<file path="config.mk">
export PLATFORM = sky130hd
export DESIGN_NAME = dwc_burst_ctrl
export DESIGN_NICKNAME = d
export VERILOG_FILES = /design/src/dwc_pkg.sv /design/src/dwc_burst_ctrl.sv
export VERILOG_INCLUDE_DIRS = /design/src
export SDC_FILE = /design/constraint.sdc
export NUM_CORES = 1
export LEC_CHECK = 0
export BUFFER_PORTS_ARGS = -buffer_cell sky130_fd_sc_hd__buf_4
export CAP_MARGIN = 40
export CORE_MARGIN = 2
export CORE_UTILIZATION = 45
export DETAILED_ROUTE_END_ITERATION = 6
export PLACE_DENSITY = 0.79
export SETUP_SLACK_MARGIN = 0.5
export SLEW_MARGIN = 25
export SYNTH_ARGS = -nofsm -noshare
export SYNTH_HDL_FRONTEND = slang
export SYNTH_SLANG_ARGS = --single-unit
</file>
<file path="constraint.sdc">
create_clock -name clk_i -period 5.68 [get_ports clk_i]
set_input_delay 0.568 -clock clk_i [delete_from_list [all_inputs] [get_ports clk_i]]
set_output_delay 0.568 -clock clk_i [all_outputs]
set_load 0.01 [all_outputs]
</file>
<file path="src/dwc_defs.svh">
/* Width and limit macros for the 64-to-32 bit AXI write downsizer.
   Included by the package, the RTL modules and the testbench. */

`ifndef DWC_DEFS_SVH
`define DWC_DEFS_SVH

// Address and transaction ID
`define DWC_ADDR_W 32
`define DWC_ID_W 4

// Slave side is the wide port
`define DWC_SI_DATA_W 64
`define DWC_MI_DATA_W 32

// Byte lanes per data beat
`define DWC_SI_BYTES 8
`define DWC_MI_BYTES 4

// AXI4 INCR burst limit in beats
`define DWC_MAX_BEATS 256

`endif

</file>
<file path="src/dwc_pkg.sv">
/* Shared AXI field types and FSM encodings for the write downsizer.
   Imported by wildcard in the module headers. */

`include "dwc_defs.svh"

package dwc_pkg;

  typedef logic [`DWC_ADDR_W-1:0] addr_t;
  typedef logic [`DWC_ID_W-1:0]   id_t;
  typedef logic [7:0]             len_t;
  typedef logic [2:0]             size_t;
  typedef logic [1:0]             resp_t;

  // Narrow length minus one, up to 512 beats for a 2:1 ratio
  typedef logic [9:0] full_len_t;

  typedef enum logic [1:0] {
    BURST_FIXED = 2'b00,
    BURST_INCR  = 2'b01,
    BURST_WRAP  = 2'b10
  } burst_e;

  typedef enum logic [1:0] {
    DW_IDLE,
    DW_PASSTHROUGH,
    DW_INCR_DOWNSIZE,
    DW_SPLIT_DOWNSIZE
  } dw_state_e;

  // AxCACHE bit 1
  localparam logic [3:0] CACHE_MODIFIABLE = 4'b0010;

endpackage

</file>
<file path="src/dwc_burst_ctrl.sv">
/* Second stage of the write downsizer. Issues master AW requests, splits long
   narrow bursts, tracks the beat address and decides slave W acceptance. */

`timescale 1ns/1ps
`include "dwc_defs.svh"

module dwc_burst_ctrl import dwc_pkg::*; (
  input  logic      clk_i,
  input  logic      rst_ni,
  input  logic      dec_valid_i,
  input  id_t       dec_id_i,
  input  addr_t     dec_addr_i,
  input  size_t     dec_size_i,
  input  burst_e    dec_burst_i,
  input  len_t      dec_first_len_i,
  input  full_len_t dec_total_len_i,
  input  dw_state_e dec_mode_i,
  output logic      dec_take_o,
  output id_t       mst_aw_id_o,
  output addr_t     mst_aw_addr_o,
  output len_t      mst_aw_len_o,
  output size_t     mst_aw_size_o,
  output burst_e    mst_aw_burst_o,
  output logic      mst_aw_valid_o,
  input  logic      mst_aw_ready_i,
  input  logic      slv_w_valid_i,
  input  logic      slv_w_last_i,
  output logic      mst_w_valid_o,
  output logic      mst_w_last_o,
  input  logic      mst_w_ready_i,
  output logic      slv_w_ready_o,
  output addr_t     cur_addr_o,
  output size_t     slv_size_o
);

  localparam size_t wide_size = size_t'($clog2(`DWC_SI_BYTES));
  localparam len_t  max_len   = len_t'(`DWC_MAX_BEATS - 1);

  dw_state_e state_q;
  logic      aw_valid_q;
  full_len_t total_q;
  len_t      aw_len_q;
  id_t       id_q;
  addr_t     addr_q;
  size_t     size_q;
  size_t     slv_size_q;
  burst_e    burst_q;

  logic      w_en;
  logic      w_hs;
  logic      beat_done;
  addr_t     size_mask;
  addr_t     wide_mask;
  addr_t     next_addr;
  full_len_t total_nxt;

  assign dec_take_o = (state_q == DW_IDLE) && dec_valid_i;

  assign mst_aw_id_o    = id_q;
  assign mst_aw_addr_o  = addr_q;
  assign mst_aw_len_o   = aw_len_q;
  assign mst_aw_size_o  = size_q;
  assign mst_aw_burst_o = burst_q;
  assign mst_aw_valid_o = aw_valid_q;
  assign cur_addr_o     = addr_q;
  assign slv_size_o     = slv_size_q;

  // --------------------------------------------------
  // W path, open once the current AW is granted
  // --------------------------------------------------
  assign w_en          = (state_q != DW_IDLE) && !aw_valid_q;
  assign mst_w_valid_o = w_en && slv_w_valid_i;
  assign mst_w_last_o  = mst_w_valid_o && slv_w_last_i && (total_q == '0);
  assign w_hs          = mst_w_valid_o && mst_w_ready_i;

  always_comb begin
    size_mask = (addr_t'(1) << size_q) - addr_t'(1);
    wide_mask = (addr_t'(1) << slv_size_q) - addr_t'(1);
    next_addr = (addr_q & ~size_mask) + (addr_t'(1) << size_q);
    total_nxt = total_q - full_len_t'(1);
    // Wide beat is done when the next narrow beat leaves its aligned word
    if (state_q == DW_PASSTHROUGH) begin
      beat_done = 1'b1;
    end else begin
      beat_done = (total_q == '0) || ((next_addr & ~wide_mask) != (addr_q & ~wide_mask));
    end
  end

  assign slv_w_ready_o = w_hs && beat_done;

  // --------------------------------------------------
  // Burst FSM
  // --------------------------------------------------
  always_ff @(posedge clk_i or negedge rst_ni) begin
    if (!rst_ni) begin
      state_q    <= DW_IDLE;
      aw_valid_q <= 1'b0;
      total_q    <= '0;
      aw_len_q   <= '0;
    end else if (state_q == DW_IDLE) begin
      if (dec_valid_i) begin
        state_q    <= dec_mode_i;
        aw_valid_q <= 1'b1;
        total_q    <= dec_total_len_i;
        aw_len_q   <= dec_first_len_i;
      end
    end else begin
      if (aw_valid_q && mst_aw_ready_i) begin
        aw_valid_q <= 1'b0;
      end
      if (w_hs) begin
        total_q  <= total_nxt;
        aw_len_q <= aw_len_q - len_t'(1);
        // Current master burst ended with beats still to go
        if ((state_q == DW_SPLIT_DOWNSIZE) && (aw_len_q == '0) && (total_q != '0)) begin
          aw_valid_q <= 1'b1;
          aw_len_q   <= (total_nxt < `DWC_MAX_BEATS) ? total_nxt[7:0] : max_len;
        end
        if (total_q == '0) begin
          state_q <= DW_IDLE;
        end
      end
    end
  end

  // Request payload, loaded on take and stepped per narrow beat
  always_ff @(posedge clk_i) begin
    if (dec_take_o) begin
      id_q       <= dec_id_i;
      addr_q     <= dec_addr_i;
      size_q     <= dec_size_i;
      slv_size_q <= (dec_mode_i == DW_PASSTHROUGH) ? dec_size_i : wide_size;
      burst_q    <= dec_burst_i;
    end else if (w_hs) begin
      addr_q <= next_addr;
    end
  end

endmodule

</file>
# [After elaboration in Yosys (flattened, before gate mapping)]
# Index checks and enable logic that the tools add are counted.
[totals] regBits=65 output_inout_bits=89 wordCells=69
[op_classes] n_addsub=5 order_cmp=1 eq_ne=5 n_shift=2 muxes=20 bitwise_logic=5 n_reduce_logical=22
[op_table] op="$and A32 B32 Y32" count=3
[op_table] op="$mux W32" count=2
[op_table] op="$not A32 Y32" count=2
[op_table] op="$shl A1 B3 Y32 const A" count=2
[op_table] op="$sub A32 B1 Y32 const B" count=2
[op_table] op="$mux W8" count=5
[op_table] op="$add A32 B32 Y32" count=1
[op_table] op="$ne A32 B32 Y1" count=1
[op_table] op="$mux W10" count=3
[op_table] op="$logic_and A1 B1 Y1" count=10
[op_table] op="$logic_not A10 Y1" count=1
[op_table] op="$lt A10 B9 Y1 const B" count=1
[op_table] op="$reduce_bool A10 Y1" count=1
[op_table] op="$sub A10 B1 Y10 const B" count=1
[op_table] op="$logic_not A8 Y1" count=1
[op_table] op="$mux W2" count=4
[op_table] op="$reduce_bool A2 Y1" count=4
[op_table] op="$sub A8 B1 Y8 const B" count=1
[op_table] op="$mux W1" count=6
[op_table] op="$eq A2 B1 Y1 const B" count=2
[op_table] op="$reduce_and A3 Y1" count=1
[op_table] op="$eq A2 B2 Y1 const B" count=1
[op_table] op="$logic_not A2 Y1" count=1
[op_table] op="$ne A2 B2 Y1 const B" count=1
[op_table] op="3 further kinds" count=3

# [Logic depth before layout (Yosys ltp)]
# Gate-level depths: netlist of the first run.
[logic_depth] ltp_word=10 ltp_mapped=16 depth_no_buf=12

# [Least setup slack after synthesis of the first run]
# Ideal clock, no wire load.
[synth_timing] kind="reg-to-output" start="register size_q[0] (netlist: mst_aw_size_o[0])" end="output slv_w_ready_o" t_arrival_ns=3.319 required_time_ns=5.112 setup_slack_ns=1.793 stages_incl_launch_ff=16 n_path_buf=3 cell_sequence="edfxtp_1 buf_2 buf_2 and3_1 inv_1 ha_1 and2_1 ha_1 o21ai_1 and4bb_1 buf_6 nor2_4 or3_1 a221oi_2 nor4_1 o22ai_1"
[synth_via] elab_chain_len=10
[synth_lines] element="start, declared" line_no="dwc_burst_ctrl.sv:45" source="size_t size_q;"
[synth_lines] element="start signal, assigned" line_no="dwc_burst_ctrl.sv:131" source="size_q <= dec_size_i;"
[synth_lines] element="$shl A1 B3 Y32 (*)" line_no="dwc_burst_ctrl.sv:77, dwc_burst_ctrl.sv:79"
[synth_lines] element="$sub A32 B1 Y32" line_no="dwc_burst_ctrl.sv:77" source="size_mask = (addr_t'(1) << size_q) - addr_t'(1);"
[synth_lines] element="$not A32 Y32" line_no="dwc_burst_ctrl.sv:79" source="next_addr = (addr_q & ~size_mask) + (addr_t'(1) << size_q);"
[synth_lines] element="$and A32 B32 Y32" line_no="dwc_burst_ctrl.sv:79"
[synth_lines] element="$add A32 B32 Y32 (*)" line_no="dwc_burst_ctrl.sv:79"
[synth_lines] element="$and A32 B32 Y32 (*)" line_no="dwc_burst_ctrl.sv:85" source="beat_done = (total_q == '0) || ((next_addr & ~wide_mask) != (addr_q & ~wide_mask));"
[synth_lines] element="$ne A32 B32 Y1 (*)" line_no="dwc_burst_ctrl.sv:85"
[synth_lines] element="$logic_or A1 B1 Y1 (*)" line_no="dwc_burst_ctrl.sv:85"
[synth_lines] element="$mux W1 (*)" line_no="dwc_burst_ctrl.sv:82" source="if (state_q == DW_PASSTHROUGH) begin"
[synth_lines] element="$logic_and A1 B1 Y1 (*)" line_no="dwc_burst_ctrl.sv:89" source="assign slv_w_ready_o = w_hs && beat_done;"
[synth_lines] element="end, declared" line_no="dwc_burst_ctrl.sv:31" source="output logic slv_w_ready_o,"
# Every way passes the cells marked *; elsewhere a longest branch is shown, timed or not.

# [Worst setup path in the final report of the first run]
[layout_timing] start="register size_q[1] (netlist: mst_aw_size_o[1])" end="output slv_w_ready_o"
# The elaborated chain is that of the path after synthesis.

==> results of run 1 <==
[what timing repair did]
item / CTS / global route
setup buffers: 0 / 4
resized for setup: 0 / 2
setup endpoints to repair: 0 / 1
[layout by cell type, fill, tap and decap left out, types with 5 or more instances in the layout]
| master | count |
|---|---|
| nand2b_1 | 7 |
| xor2_1 | 20 |
| and2_1 | 13 |
| nor4_1 | 10 |
| nor2b_1 | 8 |
| nor3_1 | 14 |
| a21oi_1 | 35 |
| inv_1 | 18 |
| ha_1 | 9 |
| nand3_1 | 18 |
| a31oi_1 | 5 |
| and3_1 | 7 |
| buf_4 | 167 |
| dfrtp_1 | 21 |
| o21ai_0 | 51 |
| edfxtp_1 | 44 |
| a211oi_1 | 6 |
| nand4_1 | 8 |
| nor2_1 | 48 |
| clkbuf_16 | 9 |
| nand2_1 | 85 |
| xnor2_1 | 29 |
[cell families (layout without fill, tap and decap cells)]
| group | count (synthesis) | in the layout | share of synthesized area (%) |
|---|---|---|---|
| flip-flops | 65 | 65 | 35.1 |
| buffers and inverters | 92 | 203 | 9.51 |
| XOR/XNOR | 49 | 49 | 8.15 |
| AND/OR/NAND/NOR | 253 | 253 | 24.9 |
| multiplexers | 7 | 7 | 1.40 |
| AO/OA/AOI/OAI | 153 | 153 | 18.8 |
| adder cells (fa/ha/maj) | 9 | 9 | 2.14 |
[report_power, final]
part / total, mW / switching [mW] / internal [mW] / leakage, nW
sequential: 0.855 / 0.201 / 0.654 / 0.661
clock: 0.567 / 0.225 / 0.342 / 0.147
combinational: 0.884 / 0.456 / 0.428 / 1.86
total: 2.31 / 0.882 / 1.42 / 2.67
[cell type report]
class                      count  area share (%)
tap                          143            2.72
inverter                      20            1.14
multi-input combinational    471            44.4
sequential                    65            28.1
clock buffer                  10            3.48
timing repair buffer         167            19.1
clock inverter                 6            1.03
[registers in the layout (all words and copies together), names as in the netlist]
name and flops:
total_q 10, cur_addr_o 32, mst_aw_len_o 8, state_q 2, slv_size_o 3, mst_aw_burst_o 2
mst_aw_id_o 4, mst_aw_valid_o 1, mst_aw_size_o 3
[critical path, cell delays in order (launching register included)]
cell and delay [ns]:
edfxtp_1 0.58, nor3_1 0.36, inv_1 0.10, ha_1 0.39, nand2b_1 0.26, o211a_1 0.25, o21ai_1 0.24, and4bb_2 0.40
o2111ai_2 0.21, nor4_1 0.29, nor3_1 0.08, nor4_1 0.36, o22ai_1 0.18, buf_4 0.17
[stage by stage]
step	cells	setup slack (ns)	utilization [%]
after floorplan	628	1.79	-
after global placement	862	1.24	54.7
after detailed placement	862	1.13	54.7
after CTS	878	0.745	57.3
after global routing	882	0.571	57.5
final	882	0.897	57.5
[path summary, 6_finish.rpt]
kind                                   end  slack, ns  cells after the start
max reg2reg                 cur_addr_o[25]       1.93                     11
min                        mst_aw_len_o[3]       0.11                      1
max                          slv_w_ready_o       0.90                     13
max in group asynchronous       state_q[1]       5.35                      1
min reg2reg                mst_aw_len_o[6]       0.56                      2
min in group clk_i          mst_aw_valid_o       0.39                      2
[routing by layer]
layer | part of all wire [%] | track usage (%) | up-vias | wire length [µm]
li1 | - | - | 2441 | -
met1 | 43 | 30.8 | 2375 | 6340
met2 | 49 | 37.5 | 197 | 7240
met3 | 6.1 | 3.56 | 28 | 911
met4 | 2.2 | 9.59 | 0 | 327
met5 | 0 | 0 | - | 0
==> results by group, run 1 <==
Synthesis
  – Most numerous cell in the Yosys netlist: nand2_1
  – Syn Inst Count: between 600 and 700
  – Async S/R FF share, synth: 32.3%
  – Top cells by area, synth: edfxtp_1 25%, dfrtp_1 10%, nand2_1 6.1%
  – Post-Syn Area: 0.00526 mm²
  – Mapped Nets: between 700 and 800
  – Leading area contributor after synthesis: edfxtp_1
  – Register area share after synthesis: 35.1%
  – Avg Cell Area, Syn: 8.38 µm²
  – Number of synthesized flops with an enable pin: 44
  – Synthesis-stage register bit count: 65
  – Post-synth top flop: edfxtp_1
  – Synth unique cells: 74
  – Yosys warns: 0
  – Top post-synthesis cells by count: 85 x nand2_1, 51 x o21ai_0, 49 x nor2_1
  – Top cell type's share of synthesized area: approximately 25%

Critical path
  – Worst r2r src: mst_aw_size_o[1]
  – Arr. time, crit path: 4.22 ns
  – Worst Setup Path Type: register to output port
  – Worst Path Max Fanout: 16
  – Startpoint Class: register
  – Critical Path Source: mst_aw_size_o[1]
  – Critical Path RT: 5.11 ns
  – Critical Path Sink Type: output port

Cells and area
  – Final nets: 811
  – Share of post-route cells with drive strength above 1: 27.6%
  – Register Area: about 0.0018 mm²
  – ANT cells: 0
  – Synthesis-to-finish area growth: 24.9%
  – Design area: 0.00657 mm²
  – Fillers: 1020
  – Area occupied by multi-input gates: 0.00292 mm²

STA
  – Skew final: 0.0138 ns
  – Final min period: about 4.8 ns
  – Final hold vios: 0
  – Setup violations, final: 0
  – Max Fclk: 209 MHz
  – Max-slew violations: 0
  – RSZ-0062 raised after global routing: false
  – Fin Setup TNS: 0 ns
  – Final Cycle Share: 84.2%
  – Worst Tran Pin Value: approximately 0.78 ns
  – Slew margin rel.: 48.2%
  – Worst hold slack: 0.106 ns

Status
  – Status: finished clean

Pwr
  – Pleak: 2.67 nW
  – Total power: 2.31 mW
  – PD cells: 351 mW/mm²
  – VDD IR-drop max: 0.248 mV

Floorplan
  – Core footprint: 0.0114 mm²
  – Die H: approximately 110 µm
  – Die area: 0.0126 mm²
  – Die W: 112 µm
  – Row Count: 39
  – Initial Util: a little under half
  – I/O Pins: 157

Global route
  – First-pass GRT wire length: about 24000 µm
  – Largest net degree at the start of global routing: 68
  – GRT overflow: 0
  – Vias in the first global route: 4751
  – Initial antenna violation count: 0
  – Total GRT Usage: 23.0%

Clock network
  – Clk buf depth: 2
  – CTS Sinks: 65
  – Worst-path clk slew: 0.06 ns
  – CTS tree: done
  – CTS Buf Count: 9
  – CTS root buffer: clkbuf_16
  – Clk_lat worst skew: 0.35 ns
  – H-tree levels: 3
  – Post-cts hold buffer count: 0

Place
  – Placed Instance Area: 0.00624 mm²
  – Placed wire-length estimate: 11000 µm
  – Gpl congestion: a little over 0.9
  – PortBufs: between 150 and 200

Routing
  – DR DRC count: 0
  – DR WL/cell: 16.8 µm
  – DRT iter0 DRCs: 269
  – Via count: 5041
  – Routed Antenna Nets: 0
  – DRT Pass-1 Iters: 5
  – Vias per cell: around 5.7
  – Final WL: 14800 µm

Hold path
  – Worst min path class: input port to asynchronous set/reset pin

Flow run
  – Max-Cap Viols: 0
Note: power is estimated with default switching activity, not from simulation.
==> run 2, diff against run 1 <==
Settings changed: PLACE_DENSITY 0.79 to 0.82.
Clock period 5.68 ns to 4.2 ns, I/O delays scaled along.
==> results by group, run 2 (same netlist as run 1, synthesis figures left out) <==
Status
  – Status: finished clean

Clock network
  – CTS Sinks: 65
  – Clk buf depth: 2
  – Clk_lat worst skew: 0.33 ns
  – CTS tree: done
  – CTS Buf Count: 9
  – CTS root buffer: clkbuf_16
  – Worst-path clk slew: 0.06 ns
  – H-tree levels: 3

Critical path
  – Worst Path Max Fanout: 8
  – Worst Setup Path Type: register to output port
  – Startpoint Class: register
  – Critical Path Sink Type: output port
  – Reg2Reg Depth: 14
  – Worst r2r src: mst_aw_size_o[1]
  – Crit path top cell by count: buf_4
  – Crit path cell chain: buf_4, and3_4, ha_1, and2_4, ha_4, o21ai_4, and4bb_4, nor2_4, or3_1, a221oi_2, nor4_2, o22ai_1, buf_4
  – Critical Path RT: 3.78 ns
  – Slowest cell on the critical path: edfxtp_1
  – Delay of the slowest critical-path stage: approximately 0.48 ns
  – Delay-heaviest family, CP: simple AND/OR/NAND/NOR gates
  – Arr. time, crit path: 3.56 ns
  – Critical Path Source: mst_aw_size_o[2]
  – Buf/Inv on CP: 2
  – WP depth: 13

Routing
  – DR WL/cell: between 15 and 20 µm
  – Routed Antenna Nets: 0
  – DR DRC count: 0
  – Via count: 5218
  – DRT iter0 DRCs: 319
  – DRT Pass-1 Iters: 5
  – Vias per cell: 5.75
  – Final WL: 15500 µm

Cells and area
  – Most common cell after layout, fill and taps aside: buf_4
  – Final nets: between 800 and 900
  – Fillers: 950
  – Most frequent cells in the layout: 189 x buf_4, 84 x nand2_1, 48 x o21ai_0, 47 x nor2_1, 44 x edfxtp_1
  – Max reg flops: 32
  – Share of post-route cells with drive strength above 1: 34.1%
  – Synthesis-to-finish area growth: 33.6%
  – ANT cells: 0

Floorplan
  – Die area: 0.0126 mm²
  – I/O Pins: around 160
  – Initial Util: 46.1%
  – Core footprint: 0.0114 mm²
  – Row Count: 39
  – Die H: 112 µm
  – Die W: 112 µm

STA
  – Slew margin rel.: 52.0%
  – Final Cycle Share: 94.7%
  – Setup violations, final: 0
  – Final min period: roughly 4.0 ns
  – Max-slew violations: 0
  – RSZ-0062 raised after global routing: true
  – Max Fclk: 251 MHz
  – Skew final: 0.00866 ns
  – Worst Tran Pin Value: 0.719 ns
  – Final hold vios: 0
  – Fin Setup TNS: 0 ns
  – Fin worst setup slack: 0.221 ns

Place
  – Placed wire-length estimate: 11400 µm
  – Gpl congestion: ~0.9
  – PortBufs: 156
  – Pre-CTS worst setup slack: 0.0572 ns

Global route
  – Vias in the first global route: 5069
  – Initial antenna violation count: 0
  – First-pass GRT wire length: 25000 µm
  – Total GRT Usage: approximately a quarter
  – GRT overflow: 0
  – Largest net degree at the start of global routing: between 60 and 70

Hold path
  – Worst min path class: input port to register
  – Hold_sp: mst_aw_ready_i
  – Hold path cells: 2

Pwr
  – VDD IR-drop max: 0.301 mV
  – Pleak: 2.83 nW
  – PD cells: 452 mW/mm²

Flow run
  – Max-Cap Viols: 0
==> run 2: layout make-up <==
type | instances | area, µm² | area share (%)
multi-input cells | 471 | 3170 | 45.1
flip-flops and latches | 65 | 1850 | 26.3
repair buffers | 193 | 1460 | 20.8
clock buffers | 12 | 268 | 3.81
well taps | 143 | 179 | 2.55
inverters | 20 | 75.1 | 1.07
clock inverters | 4 | 26.3 | 0.374
==> run 2: worst paths after layout <==
path                       slack [ns]         endpoint
max reg2reg                      0.92   cur_addr_o[13]
min reg2reg                      0.55  mst_aw_len_o[6]
max                              0.22    slv_w_ready_o
max in group asynchronous        3.45       state_q[1]
min                              0.25   mst_aw_valid_o
min in group asynchronous        0.51   mst_aw_valid_o
==> run 2: power breakdown <==
| part | leakage [nW] | internal, mW | switching, mW |
|---|---|---|---|
| registers | 0.661 | 0.885 | 0.275 |
| clock network | 0.145 | 0.451 | 0.284 |
| logic | 2.02 | 0.622 | 0.658 |
| total | 2.83 | 1.96 | 1.22 |
==> run 2: metrics by stage <==
step	power, mW	cells	util, %	hold WS [ns]	cell area (µm²)
after detailed placement	2.36	869	55.1	0.326	6290
after global routing	3.38	908	61.6	0.247	7030
final	3.17	908	61.6	0.251	7030
after global placement	2.32	869	55.1	0.323	6290
after CTS	3.16	906	61.1	0.246	6970
after floorplan	1.92	628	-	0.124	5270
==> run 2: metal layers <==
layer	GRT usage (%)	part of all wire, %	vias up
met5	0	0	-
met4	9.92	2.8	0
met3	4.81	7.0	37
met2	40.2	49	223
met1	31.7	42	2465
li1	-	-	2493
==> run 2: worst reg2reg max path: stages, from the launching register on <==
cell and delay [ns]:
edfxtp_1 0.50, nor3_2 0.30, inv_2 0.09, ha_4 0.18, nand2b_4 0.14, buf_4 0.15, o221ai_4 0.21, o211ai_1 0.20
o311ai_2 0.38, nor2b_4 0.23, buf_4 0.13, buf_4 0.12, and3_1 0.17, xnor2_1 0.11, o21ai_0 0.09
==> run 2: repair_timing <==
action	in CTS	in global routing
hold buffers	1	0
setup buffers	20	2
pin swaps	26	10
setup endpoints to repair	1	1
endpoints found under the hold margin	21	0
resized for setup	43	8
