--- config.mk ---
export PLATFORM = sky130hd
export DESIGN_NAME = dwc_aw_decode
export DESIGN_NICKNAME = d
export VERILOG_FILES = /design/src/dwc_pkg.sv /design/src/dwc_aw_decode.sv
export VERILOG_INCLUDE_DIRS = /design/src
export SDC_FILE = /design/constraint.sdc
export NUM_CORES = 1
export LEC_CHECK = 0
export BUFFER_PORTS_ARGS = -buffer_cell sky130_fd_sc_hd__buf_2
export CAP_MARGIN = 0
export CORE_MARGIN = 2
export CORE_UTILIZATION = 43
export DETAILED_ROUTE_END_ITERATION = 16
export GPL_ROUTABILITY_DRIVEN = 0
export GPL_TIMING_DRIVEN = 0
export MAX_ROUTING_LAYER = met4
export PLACE_DENSITY_LB_ADDON = 0.05
export SLEW_MARGIN = 20
export SYNTH_ARGS = -nofsm -noshare
export SYNTH_HDL_FRONTEND = slang
export SYNTH_SLANG_ARGS = --single-unit
--- constraint.sdc ---
create_clock -name clk_i -period 4.9 [get_ports clk_i]
set_clock_uncertainty 0.15 [all_clocks]
set_input_delay 0.98 -clock clk_i [delete_from_list [all_inputs] [get_ports clk_i]]
set_output_delay 0.98 -clock clk_i [all_outputs]
set_load 0.02 [all_outputs]
--- src/dwc_defs.svh ---
/* Width and limit macros for the 64-to-32 bit AXI write downsizer.
   Included by the package, the RTL modules and the testbench. */

`ifndef DWC_DEFS_SVH
`define DWC_DEFS_SVH

// Address and transaction ID
`define DWC_ADDR_W 32
`define DWC_ID_W 4

// Slave side is the wide port
`define DWC_SI_DATA_W 64
`define DWC_MI_DATA_W 32

// Byte lanes per data beat
`define DWC_SI_BYTES 8
`define DWC_MI_BYTES 4

// AXI4 INCR burst limit in beats
`define DWC_MAX_BEATS 256

`endif

--- src/dwc_pkg.sv ---
/* Shared AXI field types and FSM encodings for the write downsizer.
   Imported by wildcard in the module headers. */

`include "dwc_defs.svh"

package dwc_pkg;

  typedef logic [`DWC_ADDR_W-1:0] addr_t;
  typedef logic [`DWC_ID_W-1:0]   id_t;
  typedef logic [7:0]             len_t;
  typedef logic [2:0]             size_t;
  typedef logic [1:0]             resp_t;

  // Narrow length minus one, up to 512 beats for a 2:1 ratio
  typedef logic [9:0] full_len_t;

  typedef enum logic [1:0] {
    BURST_FIXED = 2'b00,
    BURST_INCR  = 2'b01,
    BURST_WRAP  = 2'b10
  } burst_e;

  typedef enum logic [1:0] {
    DW_IDLE,
    DW_PASSTHROUGH,
    DW_INCR_DOWNSIZE,
    DW_SPLIT_DOWNSIZE
  } dw_state_e;

  // AxCACHE bit 1
  localparam logic [3:0] CACHE_MODIFIABLE = 4'b0010;

endpackage

--- src/dwc_aw_decode.sv ---
/* First stage of the write downsizer. Accepts a slave AW, works out the
   conversion mode and narrow lengths, and holds them for burst control. */

`timescale 1ns/1ps
`include "dwc_defs.svh"

module dwc_aw_decode import dwc_pkg::*; (
  input  logic      clk_i,
  input  logic      rst_ni,
  input  id_t       slv_aw_id_i,
  input  addr_t     slv_aw_addr_i,
  input  len_t      slv_aw_len_i,
  input  size_t     slv_aw_size_i,
  input  burst_e    slv_aw_burst_i,
  input  logic [3:0] slv_aw_cache_i,
  input  logic      slv_aw_valid_i,
  output logic      slv_aw_ready_o,
  input  logic      dec_take_i,
  output logic      dec_valid_o,
  output id_t       dec_id_o,
  output addr_t     dec_addr_o,
  output size_t     dec_size_o,
  output burst_e    dec_burst_o,
  output len_t      dec_first_len_o,
  output full_len_t dec_total_len_o,
  output dw_state_e dec_mode_o
);

  localparam size_t wide_size   = size_t'($clog2(`DWC_SI_BYTES));
  localparam size_t narrow_size = size_t'($clog2(`DWC_MI_BYTES));
  localparam len_t  max_len     = len_t'(`DWC_MAX_BEATS - 1);

  logic      downsize;
  logic      adj;
  full_len_t total_len;
  len_t      first_len;
  dw_state_e mode;
  logic      aw_hs;
  logic      valid_q;

  // --------------------------------------------------
  // Length and mode decode
  // --------------------------------------------------
  always_comb begin
    downsize = (|(slv_aw_cache_i & CACHE_MODIFIABLE)) && (slv_aw_burst_i == BURST_INCR) &&
               (slv_aw_size_i == wide_size);
    // Start in the upper half of a wide word drops one narrow beat
    adj = downsize && slv_aw_addr_i[$clog2(`DWC_MI_BYTES)];

    if (downsize) begin
      // 2*(len+1) - adj - 1
      total_len = {1'b0, slv_aw_len_i, 1'b1} - full_len_t'(adj);
      if (total_len < `DWC_MAX_BEATS) begin
        mode      = DW_INCR_DOWNSIZE;
        first_len = total_len[7:0];
      end else begin
        mode      = DW_SPLIT_DOWNSIZE;
        first_len = max_len - len_t'(adj);
      end
    end else begin
      mode      = DW_PASSTHROUGH;
      total_len = full_len_t'(slv_aw_len_i);
      first_len = slv_aw_len_i;
    end
  end

  // --------------------------------------------------
  // One-entry holding register
  // --------------------------------------------------
  assign slv_aw_ready_o = !valid_q;
  assign aw_hs          = slv_aw_valid_i && slv_aw_ready_o;
  assign dec_valid_o    = valid_q;

  always_ff @(posedge clk_i or negedge rst_ni) begin
    if (!rst_ni) begin
      valid_q <= 1'b0;
    end else if (aw_hs) begin
      valid_q <= 1'b1;
    end else if (dec_take_i) begin
      valid_q <= 1'b0;
    end
  end

  always_ff @(posedge clk_i) begin
    if (aw_hs) begin
      dec_id_o        <= slv_aw_id_i;
      dec_addr_o      <= slv_aw_addr_i;
      dec_size_o      <= downsize ? narrow_size : slv_aw_size_i;
      dec_burst_o     <= slv_aw_burst_i;
      dec_first_len_o <= first_len;
      dec_total_len_o <= total_len;
      dec_mode_o      <= mode;
    end
  end

endmodule

# After elaboration in Yosys (flattened, before gate mapping)

Cells that the tools add are included.

Multiplexer cells: 6
Add/sub/neg operators: 2
$lt $le $gt $ge: 1
Reductions and logical operators: 6
Equal/unequal tests: 2

Operators by type and width:

| cell                  | number |
|---|---|
| $mux W8               | 3 |
| $lt A10 B9 Y1 const B | 1 |
| $sub A9 B1 Y10        | 1 |
| $logic_and A1 B1 Y1   | 4 |
| $eq A3 B2 Y1 const B  | 1 |
| $mux W1               | 3 |
| $sub A1 B2 Y3 const A | 1 |
| $eq A2 B1 Y1 const B  | 1 |
| $reduce_bool A2 Y1    | 1 |
| $logic_not A1 Y1      | 1 |

Logic and storage cells: 26
Bits of input ports: 57
Register bits after elaboration: 62
Output and inout bits: 63

# Depth between registers and ports, before layout

Gate-level depths: netlist of the first run.

Depth after elaboration: 8
Gate-level depth with buffers: 5
Depth with buffers taken out: 3

# Worst setup path after synthesis of the first run

Ideal clock, no wire load.

Kind: input -> register
From: input port slv_aw_valid_i
To: register dec_addr_o[0] (enable)
Arrival: 3.603 ns
Cell stages on the path: 1
Path slack: 0.664 ns
Buffers on the path: 0
Required time: 4.267 ns
Library setup time: 0.483 ns
Cell sequence: nor2b_1

Cells in the longest elaborated chain, start to end: 1

RTL lines:

| what                   | line                | RTL |
|---|---|---|
| start: declaration     | dwc_aw_decode.sv:16 | `input logic slv_aw_valid_i,` |
| $logic_and A1 B1 Y1    | dwc_aw_decode.sv:71 | `assign aw_hs = slv_aw_valid_i && slv_aw_ready_o;` |
| end signal: assignment | dwc_aw_decode.sv:87 | `dec_addr_o <= slv_aw_addr_i;` |
| end: declaration       | dwc_aw_decode.sv:21 | `output addr_t dec_addr_o,` |

Every way passes these cells.
A chain may end at the register's enable or synchronous reset.

# Final worst setup path of the first run

From: input port slv_aw_valid_i
To: register dec_addr_o[30] (enable)

Cells in the longest elaborated chain, start to end: 1

RTL lines:

| what                | line                | RTL |
|---|---|---|
| $logic_and A1 B1 Y1 | dwc_aw_decode.sv:71 |  |
| named net aw_hs     | dwc_aw_decode.sv:38 | `logic aw_hs;` |

The timed path passes the listed nets, and every way through them passes these cells.

==> impl_metrics.json, run 1 <==
{
  "final_cell_mix": "buf_2 (114), edfxtp_1 (59), mux2i_1 (13)",
  "die-area_um2": 5489,
  "cts.repair.resized": 0,
  "seq_power_share": 0.536,
  "ys_warn_count": 0,
  "cts_tree": "built",
  "nets": 288,
  "timing.final.max_slew_violations": 0,
  "wire_per_inst_um": 13.01,
  "layout_commonest_cell": "buf_2",
  "tightest_slew_ns": 0.8344,
  "relSlewSlack": 0.4426,
  "n_fill_cell": 385,
  "r2r-end": "dec_addr_o[30]",
  "clk_latency_ns": 0.31,
  "ctsHoldBuffers": 0,
  "clk_path_buf_depth": 2,
  "hold_path.class": "input port to asynchronous set/reset pin",
  "crit_start": "slv_aw_valid_i",
  "synthesis.nets": 162,
  "intPower_mw": 0.8890,
  "use_met1": 0.1316,
  "finalPower_mw": 1.154,
  "ir_drop_mv": 0.2563,
  "syn-cell-area_um2": 2112,
  "path_clk_slew_ns": 0.06,
  "synth-compound-area-share": 0.007109,
  "r2r_cells": 2,
  "ys_seq_area_frac": 0.8507,
  "avgSynthCellArea_um2": 20.11,
  "grt_remaining_overflow": 0,
  "fmax_ghz": 0.4594,
  "drv_cap": 0,
  "endpoint_kind": "flop",
  "worst-setup-path-type": "input port to flop",
  "routed_wl_um": 3930,
  "p_comb_frac": 0.122,
  "ant_nets": 0,
  "grt_util_met2": 0.2460,
  "post-cts-setup-buffers": 0,
  "layout_min_cycle_time_ns": 2.177,
  "synth_top_family_by_area": "multiplexers",
  "r2r_start": "dec_valid_o",
  "ff_latch_area_um2": 1797,
  "io_pins": 120,
  "crit_arrival_ns": 2.03,
  "rsz0062_at_grt": "no",
  "p_clk_frac": 0.342,
  "drive_gt1_frac": 0.5660,
  "vias_per_cell": 4.361,
  "finalSetupViolations": 0,
  "synthAdderAreaFrac": 0,
  "dieHeight_um": 74.09,
  "switching_share": 0.2296,
  "rows": 25,
  "syn_inst": 105,
  "hold_violations": 0,
  "grt_pass1_wl_um": 5388,
  "core_area_um2": 4723,
  "htreeDepth": 3,
  "dp_cells": 287,
  "grt_max_degree": 33,
  "drt_iter0_drc": 47,
  "fin_cells": 302,
  "dr.pass1.iters": 4,
  "synthSimpleGateAreaFrac": 0.03199,
  "use_met3": 0.05420,
  "initial_core_util": 0.4472,
  "power.density_nw_per_um2": 388.8,
  "portBuffers": 114,
  "drc": 0,
  "gr-max-usage-layer": "met2",
  "syn2layout_area_growth_pct": 40.52,
  "cts_sinks": 60,
  "p_switching_mw": 0.2650,
  "ys_ff_latch": 60,
  "dp_hpwl_um": 2858,
  "grt_pass1_vias": 1235,
  "fin_crit_sh": 0.4442,
  "antenna_cells": 0,
  "vias": 1317,
  "cts_made_buffers": 9,
  "rrSetupSlack_ns": 3.06,
  "multi_input_area_um2": 235.2,
  "power_leakage_nw": 1.251,
  "worstPathRequired_ns": 4.76,
  "synth_mux_area_frac": 0.06694,
  "cp_max_fo": 32,
  "critPathLaunchType": "input port",
  "status": "finished, final reports clean",
  "clock-root-buffer": "clkbuf_8",
  "synth_xor_area_frac": 0,
  "yosysUniqueCellTypes": 18,
  "grt_use_total": 0.1430,
  "antenna_found_initial": 0,
  "dieWidth_um": 74.09
}
==> area by class of cell <==
cell class | count | area share
inverter | 8 | 0.01012
multi-input combinational | 30 | 0.07926
clock inverter | 3 | 0.01307
tap | 67 | 0.02825
sequential | 60 | 0.6054
buffer | 7 | 0.01939
timing repair buffer | 115 | 0.1990
clock buffer | 12 | 0.04553
==> worst max-delay path by stage <==
stage | depth (start not counted) | end
5_1_grt | 3 | dec_addr_o[20]
6_report | 3 | dec_addr_o[30]
3_5_place_dp | 3 | dec_addr_o[3]
2_1_floorplan | 1 | dec_addr_o[0]
4_1_cts | 3 | dec_addr_o[19]
3_3_place_gp | 2 | dec_addr_o[3]
==> critical path: stages <==
cell and delay, ns:
buf_2 0.08, nor2b_4 0.68, buf_12 0.28
==> state kept, by name (all words and copies together), names as in the netlist <==
register	count
dec_mode_o	2
dec_first_len_o	8
dec_id_o	4
dec_total_len_o	8
dec_size_o	3
dec_addr_o	32
dec_burst_o	2
dec_valid_o	1
==> cell usage after synthesis <==
cell	instances	share of area
nand2_1	2	0.0036
edfxtp_1	59	0.84
mux2_2	1	0.0053
mux2i_1	13	0.062
buf_12	1	0.0095
nor4_2	1	0.0059
clkbuf_1	3	0.0053
o21bai_1	1	0.0036
a21o_1	1	0.0036
nand2b_1	1	0.0030
inv_1	8	0.014
conb_1	1	0.0018
nor2b_1	2	0.0059
buf_4	2	0.0071
nor2_1	6	0.011
and2_1	1	0.0030
buf_6	1	0.0053
dfrtp_1	1	0.012
==> per-layer routing <==
layer / wire (um) / vias up
met3: 392 / 6
met1: 1406 / 613
met4: 57 / 0
met5: 0 / -
met2: 2073 / 66
li1: - / 632
==> kinds of logic (layout without fill, tap and decap cells) <==
family                 Yosys count  count (layout)
AO/OA/AOI/OAI                    2               2
buffers and inverters           15             145
flip-flops                      60              60
multiplexers                    14              14
other                            1               1
AND/OR/NAND/NOR                 13              13
==> power by group through the flow <==
stage / clock (mW) / sequential (mW) / combinational [mW]
finish: 0.395 / 0.618 / 0.141
global route: 0.425 / 0.622 / 0.151
CTS: 0.410 / 0.619 / 0.143
detailed placement: 0 / 0.629 / 0.143
global placement: 0 / 0.632 / 0.135
floorplan: 0 / 0.680 / 0.0302
==> stage by stage <==
stage / setup WS, ns / hold slack (ns) / util / area (um2) / setup TNS, ns
3_3_place_gp: -0.2276 / 0.3926 / 0.5857 / 2766 / -13.51
4_1_cts: 2.712 / 0.2576 / 0.6283 / 2968 / 0
3_5_place_dp: 2.380 / 0.4482 / 0.5915 / 2794 / 0
5_1_grt: 2.658 / 0.2619 / 0.6283 / 2968 / 0
2_1_floorplan: 0.6639 / 0.5344 / - / 2112 / 0
6_report: 2.723 / 0.2785 / 0.6283 / 2968 / 0
No activity file was read; power rests on OpenSTA's default activity.
==> inputs of run 2 (changes only) <==
ABC_AREA = 1   (was default)
CORE_UTILIZATION = 44   (was 43)
clock period = 2.2 ns   (was 4.9 ns; I/O delays follow)
==> run 2 against run 1 <==
  * Worst hold slack got worse by 0.13 ns
  * First-iteration DRC count increased by 2.1%
  * Area after synthesis increased by 3.3%
  * Wire length increased by 5.7%
  * Die area increased by 0.91%
  * Clock power increased to 2.6 times the previous value
  * Synthesized cell count increased by 26%
  * Critical path depth increased by 1
  * Combinational power increased by 140%
  * Design area increased by 3.8%
  * Critical path type is now flop to flop
  * Highest routed layer unchanged
==> impl_metrics.json, run 2 <==
{
  "intPower_mw": 2.095,
  "synth_ff_type": "edfxtp_1",
  "synth.area.top_cells": "edfxtp_1 (81%), nand2_1 (3.3%), nand3_1 (3.2%), nand2_2 (2.6%), or2_2 (1.7%)",
  "dieHeight_um": 74.42,
  "io_pins": 120,
  "clock-root-buffer": "clkbuf_8",
  "syn_inst": 132,
  "initial_core_util": 0.4589,
  "r2r_cells": 4,
  "async_flop_share": 0.01667,
  "fin_crit_sh": 0.8032,
  "cp_max_fo": 35,
  "placed_area_um2": 2865,
  "critPathLaunchType": "flop",
  "path_clk_slew_ns": 0.06,
  "switching_share": 0.2311,
  "yosysTopAreaCellShare": 0.8119,
  "hold_end": "dec_addr_o[17]",
  "synthesis.nets": 189,
  "core_area_um2": 4755,
  "regMostFlops": "dec_addr_o",
  "cts_tree": "built",
  "wire_per_inst_um": 12.51,
  "grt_use_total": 0.1581,
  "dr.pass1.iters": 4,
  "antenna_found_initial": 0,
  "drc": 0,
  "grt_remaining_overflow": 0,
  "ys_warn_count": 0,
  "stdcell_area_um2": 3080,
  "clk_path_buf_depth": 2,
  "pre_cts_ws_ns": 0.2887,
  "antenna_cells": 0,
  "vias": 1463,
  "rsz0062_at_grt": "no",
  "drt_iter0_drc": 48,
  "final_util": 0.6479,
  "yosysTopAreaCell": "edfxtp_1",
  "clk_latency_ns": 0.32,
  "r2r_start": "dec_valid_o",
  "tightest_slew_ns": 0.5264,
  "grt_pass1_wl_um": 6161,
  "r2r-end": "dec_first_len_o[7]",
  "reg_top3": "dec_addr_o: 32 flops, dec_first_len_o: 8 flops, dec_total_len_o: 8 flops",
  "crit_arrival_ns": 1.68,
  "finalPower_mw": 2.724,
  "seq_power_share": 0.505,
  "nets": 317,
  "layout_min_cycle_time_ns": 1.767,
  "fmax_ghz": 0.5659,
  "rrSetupSlack_ns": 0.43,
  "htreeDepth": 3,
  "status": "finished, final reports clean",
  "hold_path_depth": 1,
  "worstPathRequired_ns": 2.11,
  "post-cts-setup-buffers": 0,
  "ys_seq_area_frac": 0.8234,
  "drive_gt1_frac": 0.5887,
  "die-area_um2": 5538,
  "rows": 25,
  "layout_commonest_cell": "buf_2",
  "vias_per_cell": 4.407,
  "cts_made_buffers": 9,
  "hold_violations": 0,
  "syn-cell-area_um2": 2182,
  "worst-setup-path-type": "flop to flop",
  "power_leakage_nw": 1.352,
  "p_comb_frac": 0.124,
  "avgSynthCellArea_um2": 16.53,
  "hold_path.class": "input port to flop",
  "ir_drop_mv": 0.4691,
  "p_clk_frac": 0.371,
  "cts_sinks": 60,
  "largest_reg_flops": 32,
  "synthTopCellsByCount": "edfxtp_1 (59), nand2_1 (19), nand3_1 (14)",
  "dieWidth_um": 74.42,
  "relSlewSlack": 0.6483,
  "layout_setup_ws_ns": 0.4330,
  "ys_ff_latch": 60,
  "grt_max_degree": 36,
  "timing.final.max_slew_violations": 0,
  "final_cell_mix": "buf_2 (115), edfxtp_1 (59), nand2_1 (19)",
  "n_fill_cell": 397,
  "p_switching_mw": 0.6295,
  "endpoint_kind": "flop",
  "finalSetupViolations": 0,
  "yosysUniqueCellTypes": 18,
  "grt_pass1_vias": 1368,
  "synth_edf_count": 59,
  "yosysMostFrequentCell": "edfxtp_1",
  "hold_start": "slv_aw_addr_i[17]",
  "ant_nets": 0,
  "drv_cap": 0,
  "portBuffers": 115,
  "dp_hpwl_um": 2965,
  "syn2layout_area_growth_pct": 41.17,
  "power.density_nw_per_um2": 884.3,
  "routed_wl_um": 4154
}
[run 2: power groups by stage]
stage                     Sequential [mW]  Combinational [mW]  Clock [mW]
after floorplan                      1.51              0.0812           0
after global placement               1.40               0.326           0
after detailed placement             1.40               0.339           0
after CTS                            1.38               0.341        1.04
after global routing                 1.38               0.365        1.08
final                                1.38               0.337        1.01
[run 2: kinds of logic after synthesis]
kind of cell / synth area share
AOI/OAI and AO/OA: 0.002291
and+or+nand+nor: 0.1336
DFF: 0.8234
buffers and inverters: 0.03899
other: 0.001719
[run 2: worst max-delay path: stages, from the launching register on]
cell and delay [ns]:
dfrtp_1 0.35, inv_2 0.05, nand2_1 0.11, clkinvlp_4 0.45, buf_12 0.37
[run 2: final cells by class]
type | count | area (um2) | share of cell area
Inverter | 10 | 43.79 | 0.01422
Buffer | 6 | 45.04 | 0.01462
Clock buffer | 9 | 123.9 | 0.04021
Sequential cell | 60 | 1797 | 0.5833
Multi-Input combinational cell | 56 | 300.3 | 0.09748
Clock inverter | 7 | 81.33 | 0.02640
Timing Repair Buffer | 117 | 605.6 | 0.1966
Tap cell | 67 | 83.83 | 0.02721
[run 2: worst max-delay path by stage]
stage	to	cells past startpoint	start	slack [ns]
after global placement	dec_total_len_o[2]	3	slv_aw_valid_i	-0.20
final	dec_first_len_o[7]	4	dec_valid_o	0.43
after CTS	dec_size_o[1]	4	dec_valid_o	0.42
after floorplan	dec_addr_o[0]	3	dec_valid_o	0.13
after global routing	dec_first_len_o[7]	4	dec_valid_o	0.29
after detailed placement	dec_total_len_o[3]	4	slv_aw_valid_i	0.29
[run 2: repair_timing]
action,4_1_cts,5_1_grt
setup endpoints to repair,0,0
hold endpoints to repair,1,0
gates resized for setup,0,0
hold buffers,1,0
[run 2: through the flow]
| step | TNS, ns | hold WS [ns] | std cells |
|---|---|---|---|
| after CTS | 0 | 0.1234 | 332 |
| final | 0 | 0.1439 | 332 |
| after floorplan | 0 | -0.005591 | 132 |
| after detailed placement | 0 | 0.06492 | 315 |
| after global routing | 0 | 0.1208 | 332 |
| after global placement | -11.88 | 0.06516 | 314 |
[run 2: routing by layer]
metal	global-route usage	share of wire	up-vias
li1	-	-	714
met1	0.1772	0.40	662
met2	0.2468	0.48	74
met3	0.04472	0.092	13
met4	0.1032	0.025	0
met5	-	0	-
==> inputs of run 3 (changes only) <==
CORE_UTILIZATION = 39   (was 44)
clock period = 1.5 ns   (was 2.2 ns; I/O delays follow)
==> run 3 against run 2 <==
  * Worst setup slack worse by 0.36 ns
  * Sequential cell count stayed put
  * Design area is 13% higher
  * Critical path type is now flop to output pin
  * Critical endpoint is now dec_total_len_o[0]
==> impl_metrics.json, run 3 (same netlist as run 2, synthesis figures left out) <==
{
  "endpoint_kind": "output pin",
  "cp_max_fo": 2,
  "antenna_cells": 0,
  "layout_min_cycle_time_ns": 1.427,
  "grt_pass1_wl_um": 7341,
  "syn2layout_area_growth_pct": 59.23,
  "path_cells": "buf_4 > buf_2",
  "drt_iter0_drc": 57,
  "nets": 355,
  "worst-setup-path-type": "flop to output pin",
  "finalSetupViolations": 0,
  "dieHeight_um": 78.80,
  "layout_setup_ws_ns": 0.07341,
  "routed_wl_um": 4798,
  "ir_drop_mv": 0.5250,
  "pre_cts_ws_ns": -0.2952,
  "met3_length_um": 300,
  "fmax_ghz": 0.7010,
  "grt_max_degree": 33,
  "final_util": 0.6388,
  "critPathTopFamily": "flip-flops",
  "drc": 0,
  "dieWidth_um": 78.80,
  "cts_made_buffers": 9,
  "crit_arrival_ns": 0.98,
  "rrSetupSlack_ns": 0.17,
  "power_leakage_nw": 1.513,
  "antenna_found_initial": 0,
  "hold_path.class": "input port to flop",
  "highest_layer": "met4",
  "status": "finished, final reports clean",
  "clk_latency_ns": 0.32,
  "grt_remaining_overflow": 0,
  "grt_use_total": 0.1625,
  "path_buf_inv": 2,
  "clk_path_buf_depth": 2,
  "cts_tree": "built",
  "vias": 1581,
  "dp_hpwl_um": 3135,
  "dr.pass1.iters": 4,
  "final_cell_mix": "buf_2 (115), edfxtp_1 (59), dlygate4sd3_1 (37)",
  "timing.setup.tns_ns": 0,
  "clock-root-buffer": "clkbuf_8",
  "timing.final.max_slew_violations": 0,
  "portBuffers": 115,
  "slowest_delay_ns": 0.37,
  "vias_per_cell": 4.216,
  "dr_wl_met2_um": 2452,
  "htreeDepth": 3,
  "met1_length_um": 1965,
  "fin_crit_sh": 0.9511,
  "path_clk_slew_ns": 0.06,
  "largest_reg_flops": 32,
  "drive_gt1_frac": 0.5314,
  "drv_cap": 0,
  "layout_commonest_cell": "buf_2",
  "regMostFlops": "dec_addr_o",
  "worstPathRequired_ns": 1.05,
  "reg_top3": "dec_addr_o: 32 flops, dec_first_len_o: 8 flops, dec_total_len_o: 8 flops",
  "wire_per_inst_um": 12.79,
  "hold_violations": 0,
  "ant_nets": 0,
  "die-area_um2": 6209,
  "rows": 27,
  "io_pins": 120,
  "grt_pass1_vias": 1590,
  "cts_sinks": 60,
  "critPathLaunchType": "flop",
  "power.density_nw_per_um2": 1183,
  "initial_core_util": 0.4012,
  "core_area_um2": 5439,
  "n_fill_cell": 414,
  "critPathSlowestCell": "edfxtp_1",
  "rsz0062_at_grt": "no"
}
[run 3: cell types whose count changed in the layout (fill, tap and decap cells not counted), sizes merged]
cell / before / now
dlygate4sd3: 1 / 37
buf: 120 / 121
clkbuf: 11 / 12
clkinv: 5 / 4
clkinvlp: 1 / 2
[run 3: layout make-up]
class | instances | area (um2) | share of cell area
buffer | 6 | 45.04 | 0.01296
clock buffer | 10 | 127.6 | 0.03673
clock inverter | 6 | 78.83 | 0.02269
inverter | 10 | 46.29 | 0.01332
multi-input combinational | 56 | 307.8 | 0.08858
sequential | 60 | 1798 | 0.5175
tap | 72 | 90.09 | 0.02593
timing repair buffer | 154 | 973.4 | 0.2802
timing repair inverter | 1 | 7.507 | 0.002161
[run 3: metal layers]
metal	track usage	vias up
met5	-	-
met4	0.06842	0
met3	0.04545	9
met2	0.2675	71
met1	0.1884	711
li1	-	790
[run 3: through the flow]
step / power (mW) / instance area [um2] / hold slack, ns / instances
finish: 4.112 / 3475 / 0.01579 / 375
global route: 4.277 / 3475 / 0.001461 / 375
CTS: 4.163 / 3475 / 0.001453 / 375
detailed placement: 2.559 / 2883 / -0.07109 / 320
global placement: 2.545 / 2863 / -0.07515 / 319
floorplan: 2.338 / 2197 / -0.1456 / 132
[run 3: worst register-to-register path, cell delays in order (launching register included)]
cell and delay, ns:
dfrtp_2 0.42, inv_4 0.07, nand2_4 0.07, clkinvlp_4 0.10, buf_12 0.20
[run 3: what timing repair did]
item / in CTS / in global routing
gates resized for setup: 1 / 0
endpoints found under the setup margin: 59 / 0
hold buffers: 37 / 0
setup buffers: 1 / 0
endpoints found under the hold margin: 37 / 0
[run 3: final timing paths]
path,startpoint,to,cells past startpoint
worst min-delay path,slv_aw_addr_i[8],dec_addr_o[8],1
max in group asynchronous,rst_ni,dec_valid_o,2
worst max register to register,dec_valid_o,dec_burst_o[0],4
worst min register to register,dec_valid_o,dec_valid_o,2
min in group asynchronous,rst_ni,dec_valid_o,2
worst max-delay path,dec_first_len_o[0],dec_total_len_o[0],2
[run 3: where the power goes]
| group | switching, mW | internal [mW] | total [mW] |
|---|---|---|---|
| logic | 0.348 | 0.237 | 0.585 |
| clock network | 0.586 | 0.921 | 1.51 |
| registers | 0.0282 | 1.99 | 2.02 |
| total | 0.962 | 3.15 | 4.11 |
